<file path="config.mk">
export PLATFORM = sky130hd
export DESIGN_NAME = board_ctrl_top
export DESIGN_NICKNAME = d
export VERILOG_FILES = /design/src/board_ctrl_pkg.sv /design/src/spi_reg_slave.sv /design/src/ctrl_reg_file.sv /design/src/led_blink_timer.sv /design/src/board_ctrl_top.sv
export SDC_FILE = /design/constraint.sdc
export NUM_CORES = 1
export LEC_CHECK = 0
export ABC_CLOCK_PERIOD_IN_PS = 7600
export BUFFER_PORTS_ARGS = -buffer_cell sky130_fd_sc_hd__buf_2
export CAP_MARGIN = 40
export CELL_PAD_IN_SITES_DETAIL_PLACEMENT = 0
export CELL_PAD_IN_SITES_GLOBAL_PLACEMENT = 1
export CORE_MARGIN = 2
export CORE_UTILIZATION = 57
export DETAILED_ROUTE_END_ITERATION = 8
export PLACE_DENSITY_LB_ADDON = 0.1
export SLEW_MARGIN = 20
export SYNTH_ARGS = -nofsm -noshare
export SYNTH_HDL_FRONTEND = slang
export SYNTH_SLANG_ARGS = --single-unit
</file>
<file path="constraint.sdc">
create_clock -name clk125M -period 7.6 [get_ports clk125M]
set_clock_uncertainty 0.05 [all_clocks]
set_input_delay 1.52 -clock clk125M [delete_from_list [all_inputs] [get_ports clk125M]]
set_output_delay 1.52 -clock clk125M [all_outputs]
set_load 0.02 [all_outputs]
</file>
<file path="src/board_ctrl_pkg.sv">
//--------------------------------------------------
// board control package
// register word/address types, write and mdio structs, register map
//--------------------------------------------------
`default_nettype none

package board_ctrl_pkg;

    //--------------------------------------------------
    // widths
    //--------------------------------------------------
    localparam int ETH_PORTS = 4;               // one phy per port

    typedef logic [15:0]          reg_data_t;   // one register word
    typedef logic [6:0]           reg_addr_t;   // register index
    typedef logic [ETH_PORTS-1:0] eth_mask_t;   // per-port bit

    // write request, slave -> register file
    typedef struct packed {
        logic      en;      // one-cycle strobe
        reg_addr_t addr;
        reg_data_t data;
    } spi_wr_t;

    // bit-banged mdio pins, tristate sits outside
    typedef struct packed {
        logic mdc;
        logic data_o;
        logic dir;          // 1 = drive mdio
    } mdio_ctrl_t;

    //--------------------------------------------------
    // register map
    //--------------------------------------------------
    localparam reg_addr_t REG_FW_DATE_LO  = 7'd0;
    localparam reg_addr_t REG_FW_DATE_HI  = 7'd1;
    localparam reg_addr_t REG_FW_TIME_LO  = 7'd2;
    localparam reg_addr_t REG_FW_TIME_HI  = 7'd3;
    localparam reg_addr_t REG_FW_TYPE     = 7'd4;   // read only, constant
    localparam reg_addr_t REG_MAC_LINK    = 7'd5;   // read only, link status
    localparam reg_addr_t REG_PHY_RST     = 7'd8;   // bits 3:0
    localparam reg_addr_t REG_MDIO_CLK    = 7'd9;
    localparam reg_addr_t REG_MDIO_DATA_O = 7'd10;
    localparam reg_addr_t REG_MDIO_DIR    = 7'd11;
    localparam reg_addr_t REG_MDIO_DATA_I = 7'd12;  // read only, pin state
    localparam reg_addr_t REG_TEST_BASE   = 7'd16;  // scratch array start

    localparam reg_data_t FW_TYPE_WORD = 16'h0001;

    // address byte bit 7 set = read frame
    localparam int SPI_RD_BIT = 7;

endpackage

`default_nettype wire

</file>
<file path="src/spi_reg_slave.sv">
//--------------------------------------------------
// spi mode-0 register slave, oversampled on clk125M
// 8 bit address + 16 bit data frames -> write strobe / read reply
//--------------------------------------------------
`timescale 1ns/1ns
`default_nettype none

module spi_reg_slave (
    input  wire                            clk125M,
    input  wire                            arst_n_i,
    input  wire                            spi_sclk_i,
    input  wire                            spi_cs_n_i,   // active low
    input  wire                            spi_mosi_i,
    input  wire board_ctrl_pkg::reg_data_t rd_data_i,    // comb. from reg file
    output logic                           spi_miso_o,
    output board_ctrl_pkg::spi_wr_t        wr_o,
    output board_ctrl_pkg::reg_addr_t      rd_addr_o
);

    localparam logic [4:0] ADDR_LAST  = 5'd7;    // last address bit
    localparam logic [4:0] DATA_FIRST = 5'd8;
    localparam logic [4:0] LAST_BIT   = 5'd23;   // data bit 0

    typedef enum logic [1:0] {
        PH_ADDR,    // shifting in address byte
        PH_WDATA,   // write data phase
        PH_RDATA    // read data phase, miso active
    } phase_t;

    phase_t phase;

    logic [1:0] sclk_sync;
    logic [1:0] cs_n_sync;
    logic [1:0] mosi_sync;
    logic       sclk_prev;
    logic       cs_act;
    logic       mosi_bit;
    logic       sclk_rise;
    logic       sclk_fall;
    logic [4:0] bit_cnt;            // position within frame, 0..23
    logic [14:0] rx_shift;
    logic [7:0] addr_byte;
    logic       rd_load;            // cycle after address of a read
    logic       wr_en_q;
    board_ctrl_pkg::reg_data_t wr_data_q;
    board_ctrl_pkg::reg_data_t tx_shift;

    //--------------------------------------------------
    // pin synchronizers and edge detect
    //--------------------------------------------------
    always_ff @(posedge clk125M or negedge arst_n_i) begin
        if (!arst_n_i) begin
            sclk_sync <= '0;
            cs_n_sync <= 2'b11;     // deselected
            mosi_sync <= '0;
            sclk_prev <= 1'b0;
        end else begin
            sclk_sync <= {sclk_sync[0], spi_sclk_i};
            cs_n_sync <= {cs_n_sync[0], spi_cs_n_i};
            mosi_sync <= {mosi_sync[0], spi_mosi_i};
            sclk_prev <= sclk_sync[1];
        end
    end

    assign cs_act    = ~cs_n_sync[1];
    assign mosi_bit  = mosi_sync[1];
    assign sclk_rise = cs_act &  sclk_sync[1] & ~sclk_prev;
    assign sclk_fall = cs_act & ~sclk_sync[1] &  sclk_prev;
    assign addr_byte = {rx_shift[6:0], mosi_bit};   // complete on bit 7

    //--------------------------------------------------
    // frame control
    //--------------------------------------------------
    always_ff @(posedge clk125M or negedge arst_n_i) begin
        if (!arst_n_i) begin
            bit_cnt   <= '0;
            phase     <= PH_ADDR;
            rd_load   <= 1'b0;
            wr_en_q   <= 1'b0;
            rd_addr_o <= '0;
        end else begin
            rd_load <= 1'b0;
            wr_en_q <= 1'b0;
            if (!cs_act) begin
                // cs high aborts, restart at bit 0
                bit_cnt <= '0;
                phase   <= PH_ADDR;
            end else if (sclk_rise) begin
                if (bit_cnt == LAST_BIT) begin
                    bit_cnt <= '0;
                    phase   <= PH_ADDR;
                    wr_en_q <= (phase == PH_WDATA);   // strobe on data bit 0
                end else begin
                    bit_cnt <= bit_cnt + 5'd1;
                end
                if (bit_cnt == ADDR_LAST) begin
                    rd_addr_o <= addr_byte[6:0];      // held until next frame
                    rd_load   <= addr_byte[board_ctrl_pkg::SPI_RD_BIT];
                    phase     <= addr_byte[board_ctrl_pkg::SPI_RD_BIT] ? PH_RDATA : PH_WDATA;
                end
            end
        end
    end

    //--------------------------------------------------
    // shift registers
    //--------------------------------------------------
    always_ff @(posedge clk125M) begin
        if (sclk_rise) begin
            rx_shift <= {rx_shift[13:0], mosi_bit};   // msb first
        end
        if (sclk_rise && bit_cnt == LAST_BIT) begin
            wr_data_q <= {rx_shift, mosi_bit};
        end
        // read word snapshot, then one bit per falling edge
        if (rd_load) begin
            tx_shift <= rd_data_i;
        end else if (sclk_fall && bit_cnt > DATA_FIRST) begin
            tx_shift <= {tx_shift[14:0], 1'b0};
        end
    end

    // miso low outside read data phase
    assign spi_miso_o = (phase == PH_RDATA) & ~rd_load & tx_shift[15];

    assign wr_o = '{en: wr_en_q, addr: rd_addr_o, data: wr_data_q};

    //--------------------------------------------------
    // checks
    //--------------------------------------------------
    a_wr_single : assert property (@(posedge clk125M) disable iff (!arst_n_i)
        wr_en_q |=> !wr_en_q)
        else $error("spi_reg_slave: write strobe high two cycles in a row");

    a_bit_cnt : assert property (@(posedge clk125M) disable iff (!arst_n_i)
        bit_cnt < 5'd24)
        else $error("spi_reg_slave: bit count out of frame");

endmodule

`default_nettype wire

</file>
<file path="src/ctrl_reg_file.sv">
//--------------------------------------------------
// board control register file
// write decode, phy reset / mdio outputs, test array, read mux
//--------------------------------------------------
`timescale 1ns/1ns
`default_nettype none

module ctrl_reg_file #(
    parameter logic [31:0] FW_DATE        = 32'h0,
    parameter logic [31:0] FW_TIME        = 32'h0,
    parameter int          TEST_REG_COUNT = 8       // 1..16
) (
    input  wire                            clk125M,
    input  wire                            arst_n_i,
    input  wire board_ctrl_pkg::spi_wr_t   wr_i,
    input  wire board_ctrl_pkg::reg_addr_t rd_addr_i,
    input  wire board_ctrl_pkg::eth_mask_t mac_link_i,
    input  wire                            mdio_i,      // raw pin
    output board_ctrl_pkg::reg_data_t      rd_data_o,
    output board_ctrl_pkg::eth_mask_t      eth_phy_rst_o,
    output board_ctrl_pkg::mdio_ctrl_t     mdio_o
);

    localparam int ETH_PORTS = board_ctrl_pkg::ETH_PORTS;

    board_ctrl_pkg::reg_data_t test_q [TEST_REG_COUNT];   // scratch array
    logic [1:0] mdio_sync;                                // pin is async

    //--------------------------------------------------
    // write decode
    //--------------------------------------------------
    always_ff @(posedge clk125M or negedge arst_n_i) begin
        if (!arst_n_i) begin
            eth_phy_rst_o <= '0;
            mdio_o        <= '0;
            for (int i = 0; i < TEST_REG_COUNT; i++) begin
                test_q[i] <= '0;
            end
        end else if (wr_i.en) begin
            case (wr_i.addr)
                board_ctrl_pkg::REG_PHY_RST:     eth_phy_rst_o <= wr_i.data[ETH_PORTS-1:0];
                board_ctrl_pkg::REG_MDIO_CLK:    mdio_o.mdc    <= wr_i.data[0];
                board_ctrl_pkg::REG_MDIO_DATA_O: mdio_o.data_o <= wr_i.data[0];
                board_ctrl_pkg::REG_MDIO_DIR:    mdio_o.dir    <= wr_i.data[0];
                default: ;  // read only / unmapped, dropped
            endcase
            for (int i = 0; i < TEST_REG_COUNT; i++) begin
                if (wr_i.addr == board_ctrl_pkg::reg_addr_t'(board_ctrl_pkg::REG_TEST_BASE + i)) begin
                    test_q[i] <= wr_i.data;
                end
            end
        end
    end

    // mdio input readback
    always_ff @(posedge clk125M or negedge arst_n_i) begin
        if (!arst_n_i) begin
            mdio_sync <= '0;
        end else begin
            mdio_sync <= {mdio_sync[0], mdio_i};
        end
    end

    //--------------------------------------------------
    // read mux, comb. so no wait on the spi side
    //--------------------------------------------------
    always_comb begin
        rd_data_o = '0;     // unmapped reads 0
        case (rd_addr_i)
            board_ctrl_pkg::REG_FW_DATE_LO:  rd_data_o = FW_DATE[15:0];
            board_ctrl_pkg::REG_FW_DATE_HI:  rd_data_o = FW_DATE[31:16];
            board_ctrl_pkg::REG_FW_TIME_LO:  rd_data_o = FW_TIME[15:0];
            board_ctrl_pkg::REG_FW_TIME_HI:  rd_data_o = FW_TIME[31:16];
            board_ctrl_pkg::REG_FW_TYPE:     rd_data_o = board_ctrl_pkg::FW_TYPE_WORD;
            board_ctrl_pkg::REG_MAC_LINK: begin
                rd_data_o[ETH_PORTS-1:0] = mac_link_i;
            end
            board_ctrl_pkg::REG_PHY_RST: begin
                rd_data_o[ETH_PORTS-1:0] = eth_phy_rst_o;
            end
            board_ctrl_pkg::REG_MDIO_CLK:    rd_data_o[0] = mdio_o.mdc;
            board_ctrl_pkg::REG_MDIO_DATA_O: rd_data_o[0] = mdio_o.data_o;
            board_ctrl_pkg::REG_MDIO_DIR:    rd_data_o[0] = mdio_o.dir;
            board_ctrl_pkg::REG_MDIO_DATA_I: rd_data_o[0] = mdio_sync[1];
            default: ;
        endcase
        // scratch array, TEST_REG_COUNT words from base
        for (int i = 0; i < TEST_REG_COUNT; i++) begin
            if (rd_addr_i == board_ctrl_pkg::reg_addr_t'(board_ctrl_pkg::REG_TEST_BASE + i)) begin
                rd_data_o = test_q[i];
            end
        end
    end

    //--------------------------------------------------
    // checks
    //--------------------------------------------------
    a_wr_addr_known : assert property (@(posedge clk125M) disable iff (!arst_n_i)
        wr_i.en |-> !$isunknown(wr_i.addr))
        else $error("ctrl_reg_file: write strobe with unknown address");

endmodule

`default_nettype wire

</file>
<file path="src/led_blink_timer.sv">
//--------------------------------------------------
// debug led blinker, clk -> us -> ms prescaler
//--------------------------------------------------
`timescale 1ns/1ns
`default_nettype none

module led_blink_timer #(
    parameter int CLK_PER_US    = 125,  // clk125M cycles per us
    parameter int BLINK_HALF_MS = 125   // led half period in ms
) (
    input  wire  clk125M,
    input  wire  arst_n_i,
    output logic dbg_led_o
);

    localparam int US_PER_MS = 1000;
    localparam int CLK_W     = $clog2(CLK_PER_US + 1);
    localparam int US_W      = $clog2(US_PER_MS + 1);
    localparam int MS_W      = $clog2(BLINK_HALF_MS + 1);

    logic [CLK_W-1:0] clk_cnt;
    logic [US_W-1:0]  us_cnt;
    logic [MS_W-1:0]  ms_cnt;
    logic             us_tick;
    logic             ms_tick;

    assign us_tick = (clk_cnt == CLK_W'(CLK_PER_US - 1));
    assign ms_tick = us_tick && (us_cnt == US_W'(US_PER_MS - 1));

    always_ff @(posedge clk125M or negedge arst_n_i) begin
        if (!arst_n_i) begin
            clk_cnt   <= '0;
            us_cnt    <= '0;
            ms_cnt    <= '0;
            dbg_led_o <= 1'b0;
        end else begin
            clk_cnt <= us_tick ? '0 : clk_cnt + 1'b1;   // wraps each us
            if (us_tick) begin
                us_cnt <= ms_tick ? '0 : us_cnt + 1'b1; // wraps each ms
            end
            if (ms_tick) begin
                if (ms_cnt == MS_W'(BLINK_HALF_MS - 1)) begin
                    ms_cnt    <= '0;
                    dbg_led_o <= ~dbg_led_o;            // half period done
                end else begin
                    ms_cnt <= ms_cnt + 1'b1;
                end
            end
        end
    end

    a_cnt_range : assert property (@(posedge clk125M) disable iff (!arst_n_i)
        (clk_cnt < CLK_W'(CLK_PER_US)) && (us_cnt < US_W'(US_PER_MS))
        && (ms_cnt < MS_W'(BLINK_HALF_MS)))
        else $error("led_blink_timer: counter past its limit");

endmodule

`default_nettype wire

</file>
<file path="src/board_ctrl_top.sv">
//--------------------------------------------------
// board control top, spi slave + register file + led timer
//--------------------------------------------------
`timescale 1ns/1ns
`default_nettype none

module board_ctrl_top #(
    parameter logic [31:0] FW_DATE        = 32'h0,
    parameter logic [31:0] FW_TIME        = 32'h0,
    parameter int          TEST_REG_COUNT = 8,
    parameter int          CLK_PER_US     = 125,
    parameter int          BLINK_HALF_MS  = 125
) (
    input  wire                            clk125M,
    input  wire                            arst_n_i,
    input  wire                            usr_spi_sclk_i,
    input  wire                            usr_spi_cs_n_i,
    input  wire                            usr_spi_mosi_i,
    input  wire board_ctrl_pkg::eth_mask_t mac_link_i,
    input  wire                            eth_phy_mdio_i,
    output logic                           usr_spi_miso_o,
    output board_ctrl_pkg::eth_mask_t      eth_phy_rst_o,
    output logic                           eth_phy_mdc_o,
    output logic                           eth_phy_mdio_o,
    output logic                           eth_phy_mdio_oe_o,  // to external tristate
    output logic                           dbg_led_o
);

    board_ctrl_pkg::spi_wr_t    spi_wr;     // write strobe + addr/data
    board_ctrl_pkg::reg_addr_t  rd_addr;
    board_ctrl_pkg::reg_data_t  rd_data;
    board_ctrl_pkg::mdio_ctrl_t mdio_ctrl;

    //--------------------------------------------------
    // user spi -> registers
    //--------------------------------------------------
    spi_reg_slave u_spi (
        .clk125M    (clk125M),
        .arst_n_i   (arst_n_i),
        .spi_sclk_i (usr_spi_sclk_i),
        .spi_cs_n_i (usr_spi_cs_n_i),
        .spi_mosi_i (usr_spi_mosi_i),
        .rd_data_i  (rd_data),
        .spi_miso_o (usr_spi_miso_o),
        .wr_o       (spi_wr),
        .rd_addr_o  (rd_addr)
    );

    ctrl_reg_file #(
        .FW_DATE        (FW_DATE),
        .FW_TIME        (FW_TIME),
        .TEST_REG_COUNT (TEST_REG_COUNT)
    ) u_regs (
        .clk125M       (clk125M),
        .arst_n_i      (arst_n_i),
        .wr_i          (spi_wr),
        .rd_addr_i     (rd_addr),
        .mac_link_i    (mac_link_i),
        .mdio_i        (eth_phy_mdio_i),
        .rd_data_o     (rd_data),
        .eth_phy_rst_o (eth_phy_rst_o),
        .mdio_o        (mdio_ctrl)
    );

    // mdio struct out to pins
    assign eth_phy_mdc_o     = mdio_ctrl.mdc;
    assign eth_phy_mdio_o    = mdio_ctrl.data_o;
    assign eth_phy_mdio_oe_o = mdio_ctrl.dir;

    //--------------------------------------------------
    // debug led
    //--------------------------------------------------
    led_blink_timer #(
        .CLK_PER_US    (CLK_PER_US),
        .BLINK_HALF_MS (BLINK_HALF_MS)
    ) u_led (
        .clk125M   (clk125M),
        .arst_n_i  (arst_n_i),
        .dbg_led_o (dbg_led_o)
    );

endmodule

`default_nettype wire

</file>
==> results of run 1 <==
[worst max-delay path by stage]
stage / start / to / slack [ps] / cells after the start
6_report: u_spi.rd_load / usr_spi_miso_o / 4570 / 2
5_1_grt: u_spi.rd_load / usr_spi_miso_o / 4490 / 2
4_1_cts: u_spi.rd_load / usr_spi_miso_o / 4540 / 2
3_5_place_dp: u_spi.rd_addr_o[0] / u_regs.test_q[74] / 4720 / 5
3_3_place_gp: arst_n_i / u_led.clk_cnt[2] / 4410 / 2
2_1_floorplan: u_spi.rd_load / usr_spi_miso_o / 4820 / 3
[cell usage after synthesis, types with 5 or more instances]
master,instances
buf_4,5
mux2i_1,21
dfrtp_1,183
ha_1,7
a21oi_1,14
edfxtp_1,47
mux4_2,12
a22o_1,5
o22ai_1,21
nor2b_1,7
clkbuf_1,17
o21a_1,12
nand4_1,7
o21ai_0,50
xor2_1,7
mux2_4,20
xnor2_1,5
mux2_2,122
nor2_1,22
nand3_1,15
buf_2,10
and3_1,5
inv_1,26
nand2b_1,8
nand2_1,34
nor3_1,15
[cell type report]
type | instances | share of cell area, %
multi-input combinational | 468 | 34.6
clock inverter | 5 | 0.250
tap | 229 | 2.49
inverter | 26 | 0.849
sequential | 232 | 52.6
clock buffer | 41 | 6.58
timing repair buffer | 34 | 2.61
[metrics by stage]
stage / instance area [um2] / instances / utilization [%]
after detailed placement: 10700 / 989 / 60.0
after CTS: 11500 / 1035 / 64.4
after global routing: 11500 / 1035 / 64.4
after global placement: 10600 / 981 / 59.2
final: 11500 / 1035 / 64.4
after floorplan: 10300 / 764 / -
[sequential cells by signal, summed over array words and instances, names as in the netlist, 3 cells and up]
register,flops
u_led.clk_cnt,7
u_led.ms_cnt,7
u_led.us_cnt,10
u_regs.eth_phy_rst_o,4
u_regs.mdio_o,3
u_regs.test_q,128
u_spi.bit_cnt,5
u_spi.rd_addr_o,7
u_spi.rx_shift,15
u_spi.tx_shift,16
u_spi.wr_data_q,16
[logic make-up (layout without fill, tap and decap cells)]
family	count (synthesis)	after routing	share of synthesized area (%)
flops	232	232	58.6
mux	175	175	20.9
simple gates	144	144	7.90
compound gates	130	130	7.86
buf+inv	64	106	2.85
xor+xnor	12	12	1.02
fa+ha+maj	7	7	0.849
[metal layers]
layer / global-route usage, % / routed length [um]
met1: 32.5 / 9900
met4: 6.12 / 466
met5: 0 / 0
met2: 36.7 / 10400
met3: 3.15 / 906
[power by group through the flow]
| stage | Clock (mW) | Combinational [mW] | Sequential, mW |
|---|---|---|---|
| after CTS | 1.16 | 0.0328 | 1.28 |
| final | 1.14 | 0.0309 | 1.28 |
| after global routing | 1.22 | 0.0364 | 1.28 |
| after floorplan | 0 | 0.00392 | 1.30 |
| after detailed placement | 0 | 0.0326 | 1.30 |
| after global placement | 0 | 0.0273 | 1.30 |
==> metrics.yaml, run 1 <==
logic_synthesis:
  ys.flop_type: "dfrtp_1"
  synthArstFlopShare_pct: 79.7
  ys_seq_elements: 232
  synth_top_area_cell: "dfrtp_1"
  synth.area.top_cells: "dfrtp_1 (44%), edfxtp_1 (14%), mux2_2 (13%)"
  yosys_warnings: 0
  netlist_area_mm2: 0.0103
  synth.distinct_cells: 60
  synth_top_area_share_pct: 44.4
  synth_cells: 764
  synth-edff-count: 47
  ys_seq_area_share_pct: 58.6
  avgSynthCellArea_um2: 13.5
  synth.net_count: 781
cts:
  clock-root-buffer: "clkbuf_16"
  clock_sinks: 232
  cts_setup_buffers: 0
  cts_buffers: 25
  clockBufferDepth: 3
  cts_resized: 0
  tritoncts: "built"
  cts_hold_buf: 0
  insertion_delay_ps: 520
  path_clk_slew_ps: 60
  ctsHtreeMaxLevel: 1
drt:
  drc_errors: 0
  drtIter0Drc: 403
  via_per_inst: 6.07
  num_vias: 6285
  post_drt_wl_per_cell_um: 20.9
  drtAntennaViolNets: 0
  first_pass_iters: 4
  drt-total-wl_um: 21600
cells_and_area:
  syn2layout_area_growth_pct: 11.4
  drive_above_1_share_pct: 30.0
  n_antenna_cell: 0
  layout_commonest_cell: "dfrtp_1"
  area.sequential_mm2: 0.00605
  multiInputGateArea_mm2: 0.00397
  most-common-layout-cells: "dfrtp_1 (180), mux2_2 (122), o21ai_0 (50)"
  nNetsFinal: 804
  fillers: 1334
job:
  drv_cap: 0
critical_path:
  crit_chain: "nor3_1 -> buf_2"
  critPathCaptureType: "output pin"
  critical_path_arrival_ps: 1460
  crit-reg2reg-launch: "u_spi.rd_addr_o[0]"
  cp_top_family: "flip-flops"
  cpPeakStageDelay_ps: 520
  worstPathRequired_ps: 6030
  worstPathBufferInverterCount: 1
  worst-r2r-cell-count: 5
  slowest_stage: "dfrtp_1"
  start_kind: "flip-flop"
  path_max_fanout: 8
  crit_type: "reg -> out"
  ff2ff_setup_slack_ps: 4720
  worstReg2RegEnd: "u_regs.test_q[74]"
power_and_ir_drop:
  internal_power_mw: 1.96
  clockPowerShare_pct: 46.7
  pwr-share-seq_pct: 52.1
  p_sw_mw: 0.495
  switching_share_pct: 20.2
  combPwrFrac_pct: 1.3
  p_per_area_mw_per_mm2: 213
  vdd_drop_max_mv: 0.205
  leakagePower_nw: 5.18
  total_power_mw: 2.45
timing:
  fin_crit_ps: 3030
  post-route-period-util_pct: 39.9
  setup_viol: 0
  timing.fmax_mhz: 330
  slew_headroom_pct: 46.8
  fin_ws_ps: 4570
  tightest_slew_ps: 799
  slew_viol_final: 0
  fin_tns_setup_ps: 0
  finalHoldViolations: 0
  rsz0062_at_grt: "no"
  hold_ws_ps: 306
floorplan:
  rows: 49
  die_w_um: 138
  core_mm2: 0.0178
  initial_core_util_pct: 57.8
  die_h_um: 138
  ios: 19
  dieArea_mm2: 0.0192
hold_path:
  hold_path_class: "reg -> reg"
  hold_start: "u_spi.cs_n_sync[0]"
  hold_depth: 0
  min_to: "u_spi.cs_n_sync[1]"
global_routing:
  first_global_vias: 6417
  grt_pass1_wl_um: 34600
  overflow: 0
  grt_max_degree: 96
  track_usage_pct: 22.6
  antenna_found_initial: 0
run_status:
  outcome: "finished, final reports clean"
place:
  place.gp.congestion: 0.799
  hpwl_um: 13800
  port_buffers: 18
  pre_cts_slack_ps: 4720
(Power assumes the default switching activity.)
==> inputs of run 2 (changes only) <==
ABC_AREA = 1   (was unset)
ABC_CLOCK_PERIOD_IN_PS = 3200   (was 7600)
CORE_UTILIZATION = 49   (was 57)
clock period = 3.2 ns   (was 7.6 ns; I/O delays follow)
==> run 2 against run 1 <==
  * Global-route usage down 1.5 points
  * Combinational power up 130%
  * Sequential share of layout area up 1.7 points
  * Register-to-register slack worse by 3600 ps
  * Synthesized cell count is 38% higher
  * First-iteration DRC count is 1.2% lower
  * Critical path depth unchanged
  * Power rose by 140%
  * Final cell count increased by 31%
  * Utilization is 7.6 points lower
  * Clock power increased to 2.5 times the previous value
  * Flip-flop and latch count unchanged
==> metrics.yaml, run 2 <==
run_status:
  outcome: "finished, final reports clean"
logic_synthesis:
  netlist_area_mm2: 0.00987  # -4.2%
  synth.distinct_cells: 41  # -32%
  ys_seq_area_share_pct: 61.2  # +2.6 points
  avgSynthCellArea_um2: 9.39  # -30%
  synth_cells: 1051  # +38%
  ys_seq_elements: 232  # unchanged
  synthArstFlopShare_pct: 79.7  # unchanged
  synth-edff-count: 47  # unchanged
  yosys_warnings: 0  # unchanged
  ys.flop_type: "dfrtp_1"
  synth.area.top_cells: "dfrtp_1 (46%), edfxtp_1 (14%), nand2_1 (11%)"
  synth.net_count: 1068  # +37%
  synthMostInstantiatedCell: "nand2_1"
  synth_top_area_cell: "dfrtp_1"
  ys_top_cells_by_count: "nand2_1 (298), dfrtp_1 (183), o21ai_0 (133)"
  synth_top_area_share_pct: 46.4  # +2.0 points
global_routing:
  overflow: 0  # unchanged
  track_usage_pct: 21.1  # -1.5 points
  met1_usage_pct: 29.2  # -3.2 points
  antenna_found_initial: 0  # unchanged
  grt_max_degree: 69  # -28%
  first_global_vias: 6904  # +7.6%
  grt_pass1_wl_um: 36400  # +5.2%
  busiest_layer: "met2"
  grtUsageMet3_pct: 3.07  # -0.080 points
  use_met2_pct: 35.1  # -1.6 points
cts:
  cts_resized: 0  # unchanged
  cts_hold_buf: 0  # unchanged
  path_clk_slew_ps: 60  # about the same
  cts_buffers: 25  # unchanged
  clock-root-buffer: "clkbuf_16"
  clockBufferDepth: 3  # unchanged
  insertion_delay_ps: 520  # about the same
  clock_sinks: 232  # unchanged
  tritoncts: "built"
  ctsHtreeMaxLevel: 1  # unchanged
  cts_setup_buffers: 0  # unchanged
critical_path:
  worstReg2RegEnd: "u_spi.tx_shift[13]"
  crit_chain: "nor3_1 -> buf_2"
  start_kind: "flip-flop"
  cpPeakStageDelay_ps: 630  # +110 ps
  worst-r2r-cell-count: 3  # -2
  ff2ff_setup_slack_ps: 1140  # -3580 ps
  critical_path_arrival_ps: 1620  # +160 ps
  slowest_stage: "dfrtp_1"
  path_max_fanout: 18  # +10
  crit-reg2reg-launch: "u_spi.rd_load"
  crit_type: "reg -> out"
  critPathCaptureType: "output pin"
  worstPathRequired_ps: 2510  # -3520 ps
floorplan:
  die_w_um: 146  # +5.4%
  dieArea_mm2: 0.0213  # +11%
  ios: 19  # unchanged
  die_h_um: 146  # +5.4%
  rows: 51  # +4.1%
  core_mm2: 0.0196  # +9.8%
  initial_core_util_pct: 50.4  # -7.4 points
power_and_ir_drop:
  leakagePower_nw: 5.00  # -3.6%
  vdd_drop_max_mv: 0.618  # +200%
  total_power_mw: 5.96  # +140%
  p_per_area_mw_per_mm2: 535  # +150%
drt:
  via_per_inst: 5.11  # -16%
  drc_errors: 0  # unchanged
  num_vias: 6933  # +10%
  drtAntennaViolNets: 0  # unchanged
  post_drt_wl_per_cell_um: 15.7  # -25%
  first_pass_iters: 6  # +2
  drtIter0Drc: 398  # -1.2%
  drt-total-wl_um: 21300  # -1.6%
timing:
  timing.fmax_mhz: 433
  fin_tns_setup_ps: 0  # unchanged
  fin_crit_ps: 2310
  tightest_slew_ps: 666  # -132 ps
  slew_headroom_pct: 55.6  # +8.8 points
  setup_viol: 0  # unchanged
  hold_ws_ps: 64.1  # -242 ps
  rsz0062_at_grt: "no"
  finalHoldViolations: 0  # unchanged
  post-route-period-util_pct: 72.2
  slew_viol_final: 0  # unchanged
job:
  drv_cap: 0  # unchanged
cells_and_area:
  final_area_mm2: 0.0111  # -3.1%
  syn2layout_area_growth_pct: 12.8
  n_antenna_cell: 0  # unchanged
  largest_reg_flops: 128  # unchanged
  nNetsFinal: 1089  # +35%
  largest_register: "u_regs.test_q"
  layout_commonest_cell: "nand2_1"
  drive_above_1_share_pct: 10.9  # -19 points
  most-common-layout-cells: "nand2_1 (298), dfrtp_1 (183), o21ai_0 (133)"
  reg_top3: "u_regs.test_q: 128 flops, u_spi.tx_shift: 16 flops, u_spi.wr_data_q: 16 flops"
place:
  port_buffers: 18  # unchanged
  hpwl_um: 14200  # +3.1%
  place.gp.congestion: 0.781  # -2.2%
  placed_cell_area_mm2: 0.0102  # -4.2%
hold_path:
  hold_path_class: "in -> async"
==> run 2: changes by cell type in the layout (fill, tap and decap cells not counted), moves of 19 or more <==
cell / change
mux2_4: -20
nand2_1: +264
mux2_2: -120
o21ai_0: +83
nor2_1: +24
nand3_1: +37
o22ai_1: -19
inv_1: +49
mux2i_1: -21
a21oi_1: +29
==> run 2: worst max path at each step <==
stage | from | slack [ps] | depth (start not counted) | endpoint
after floorplan | u_spi.bit_cnt[0] | 290 | 5 | u_spi.tx_shift[0]
after global placement | u_spi.rd_addr_o[3] | 940 | 7 | u_regs.test_q[20]
after detailed placement | u_spi.rd_addr_o[6] | 880 | 7 | u_regs.test_q[67]
after CTS | u_spi.rd_addr_o[6] | 820 | 7 | u_regs.test_q[65]
after global routing | u_spi.rd_load | 790 | 2 | usr_spi_miso_o
final | u_spi.rd_load | 890 | 2 | usr_spi_miso_o
==> run 2: final cells by class <==
cell class	count	area, um2
flip-flops and latches	232	6040
multi-input cells	691	3330
inverters	88	332
clock buffers	32	692
repair buffers	34	274
clock inverters	14	129
fillers	1822	8460
well taps	265	332
==> run 2: critical path: cells and delay by family, from the launching register on <==
kind	cells	cell delay, ps
flops	1	630
simple gates	1	270
buf+inv	1	200
==> run 2: cells by family after synthesis <==
| family | synth area share, % |
|---|---|
| AO/OA/AOI/OAI | 10.5 |
| XOR/XNOR | 0.444 |
| adder cells (fa/ha/maj) | 0.887 |
| buffers and inverters | 5.13 |
| flip-flops | 61.2 |
| multiplexers | 0.228 |
| AND/OR/NAND/NOR | 21.6 |
==> run 2: per-stage QoR <==
step                utilization (%)  std cells  setup WS, ps
CTS                            56.5       1352           824
global placement               52.3       1306           941
floorplan                         -       1051           288
detailed placement             52.3       1306           877
finish                         56.8       1356           891
global route                   56.8       1356           788
==> run 2: where the power goes <==
group | switching [mW] | total (mW) | internal [mW] | leakage (nW)
logic | 0.0577 | 0.0720 | 0.0143 | 1.63
clock network | 1.17 | 2.86 | 1.69 | 0.402
registers | 0.00781 | 3.03 | 3.02 | 2.96
total | 1.23 | 5.96 | 4.73 | 5.00
==> run 2: layer usage <==
metal,part of all wire [%],up-vias
met5,0,-
met1,47,3307
met3,2.9,30
li1,-,3512
met2,48,84
met4,2.2,0
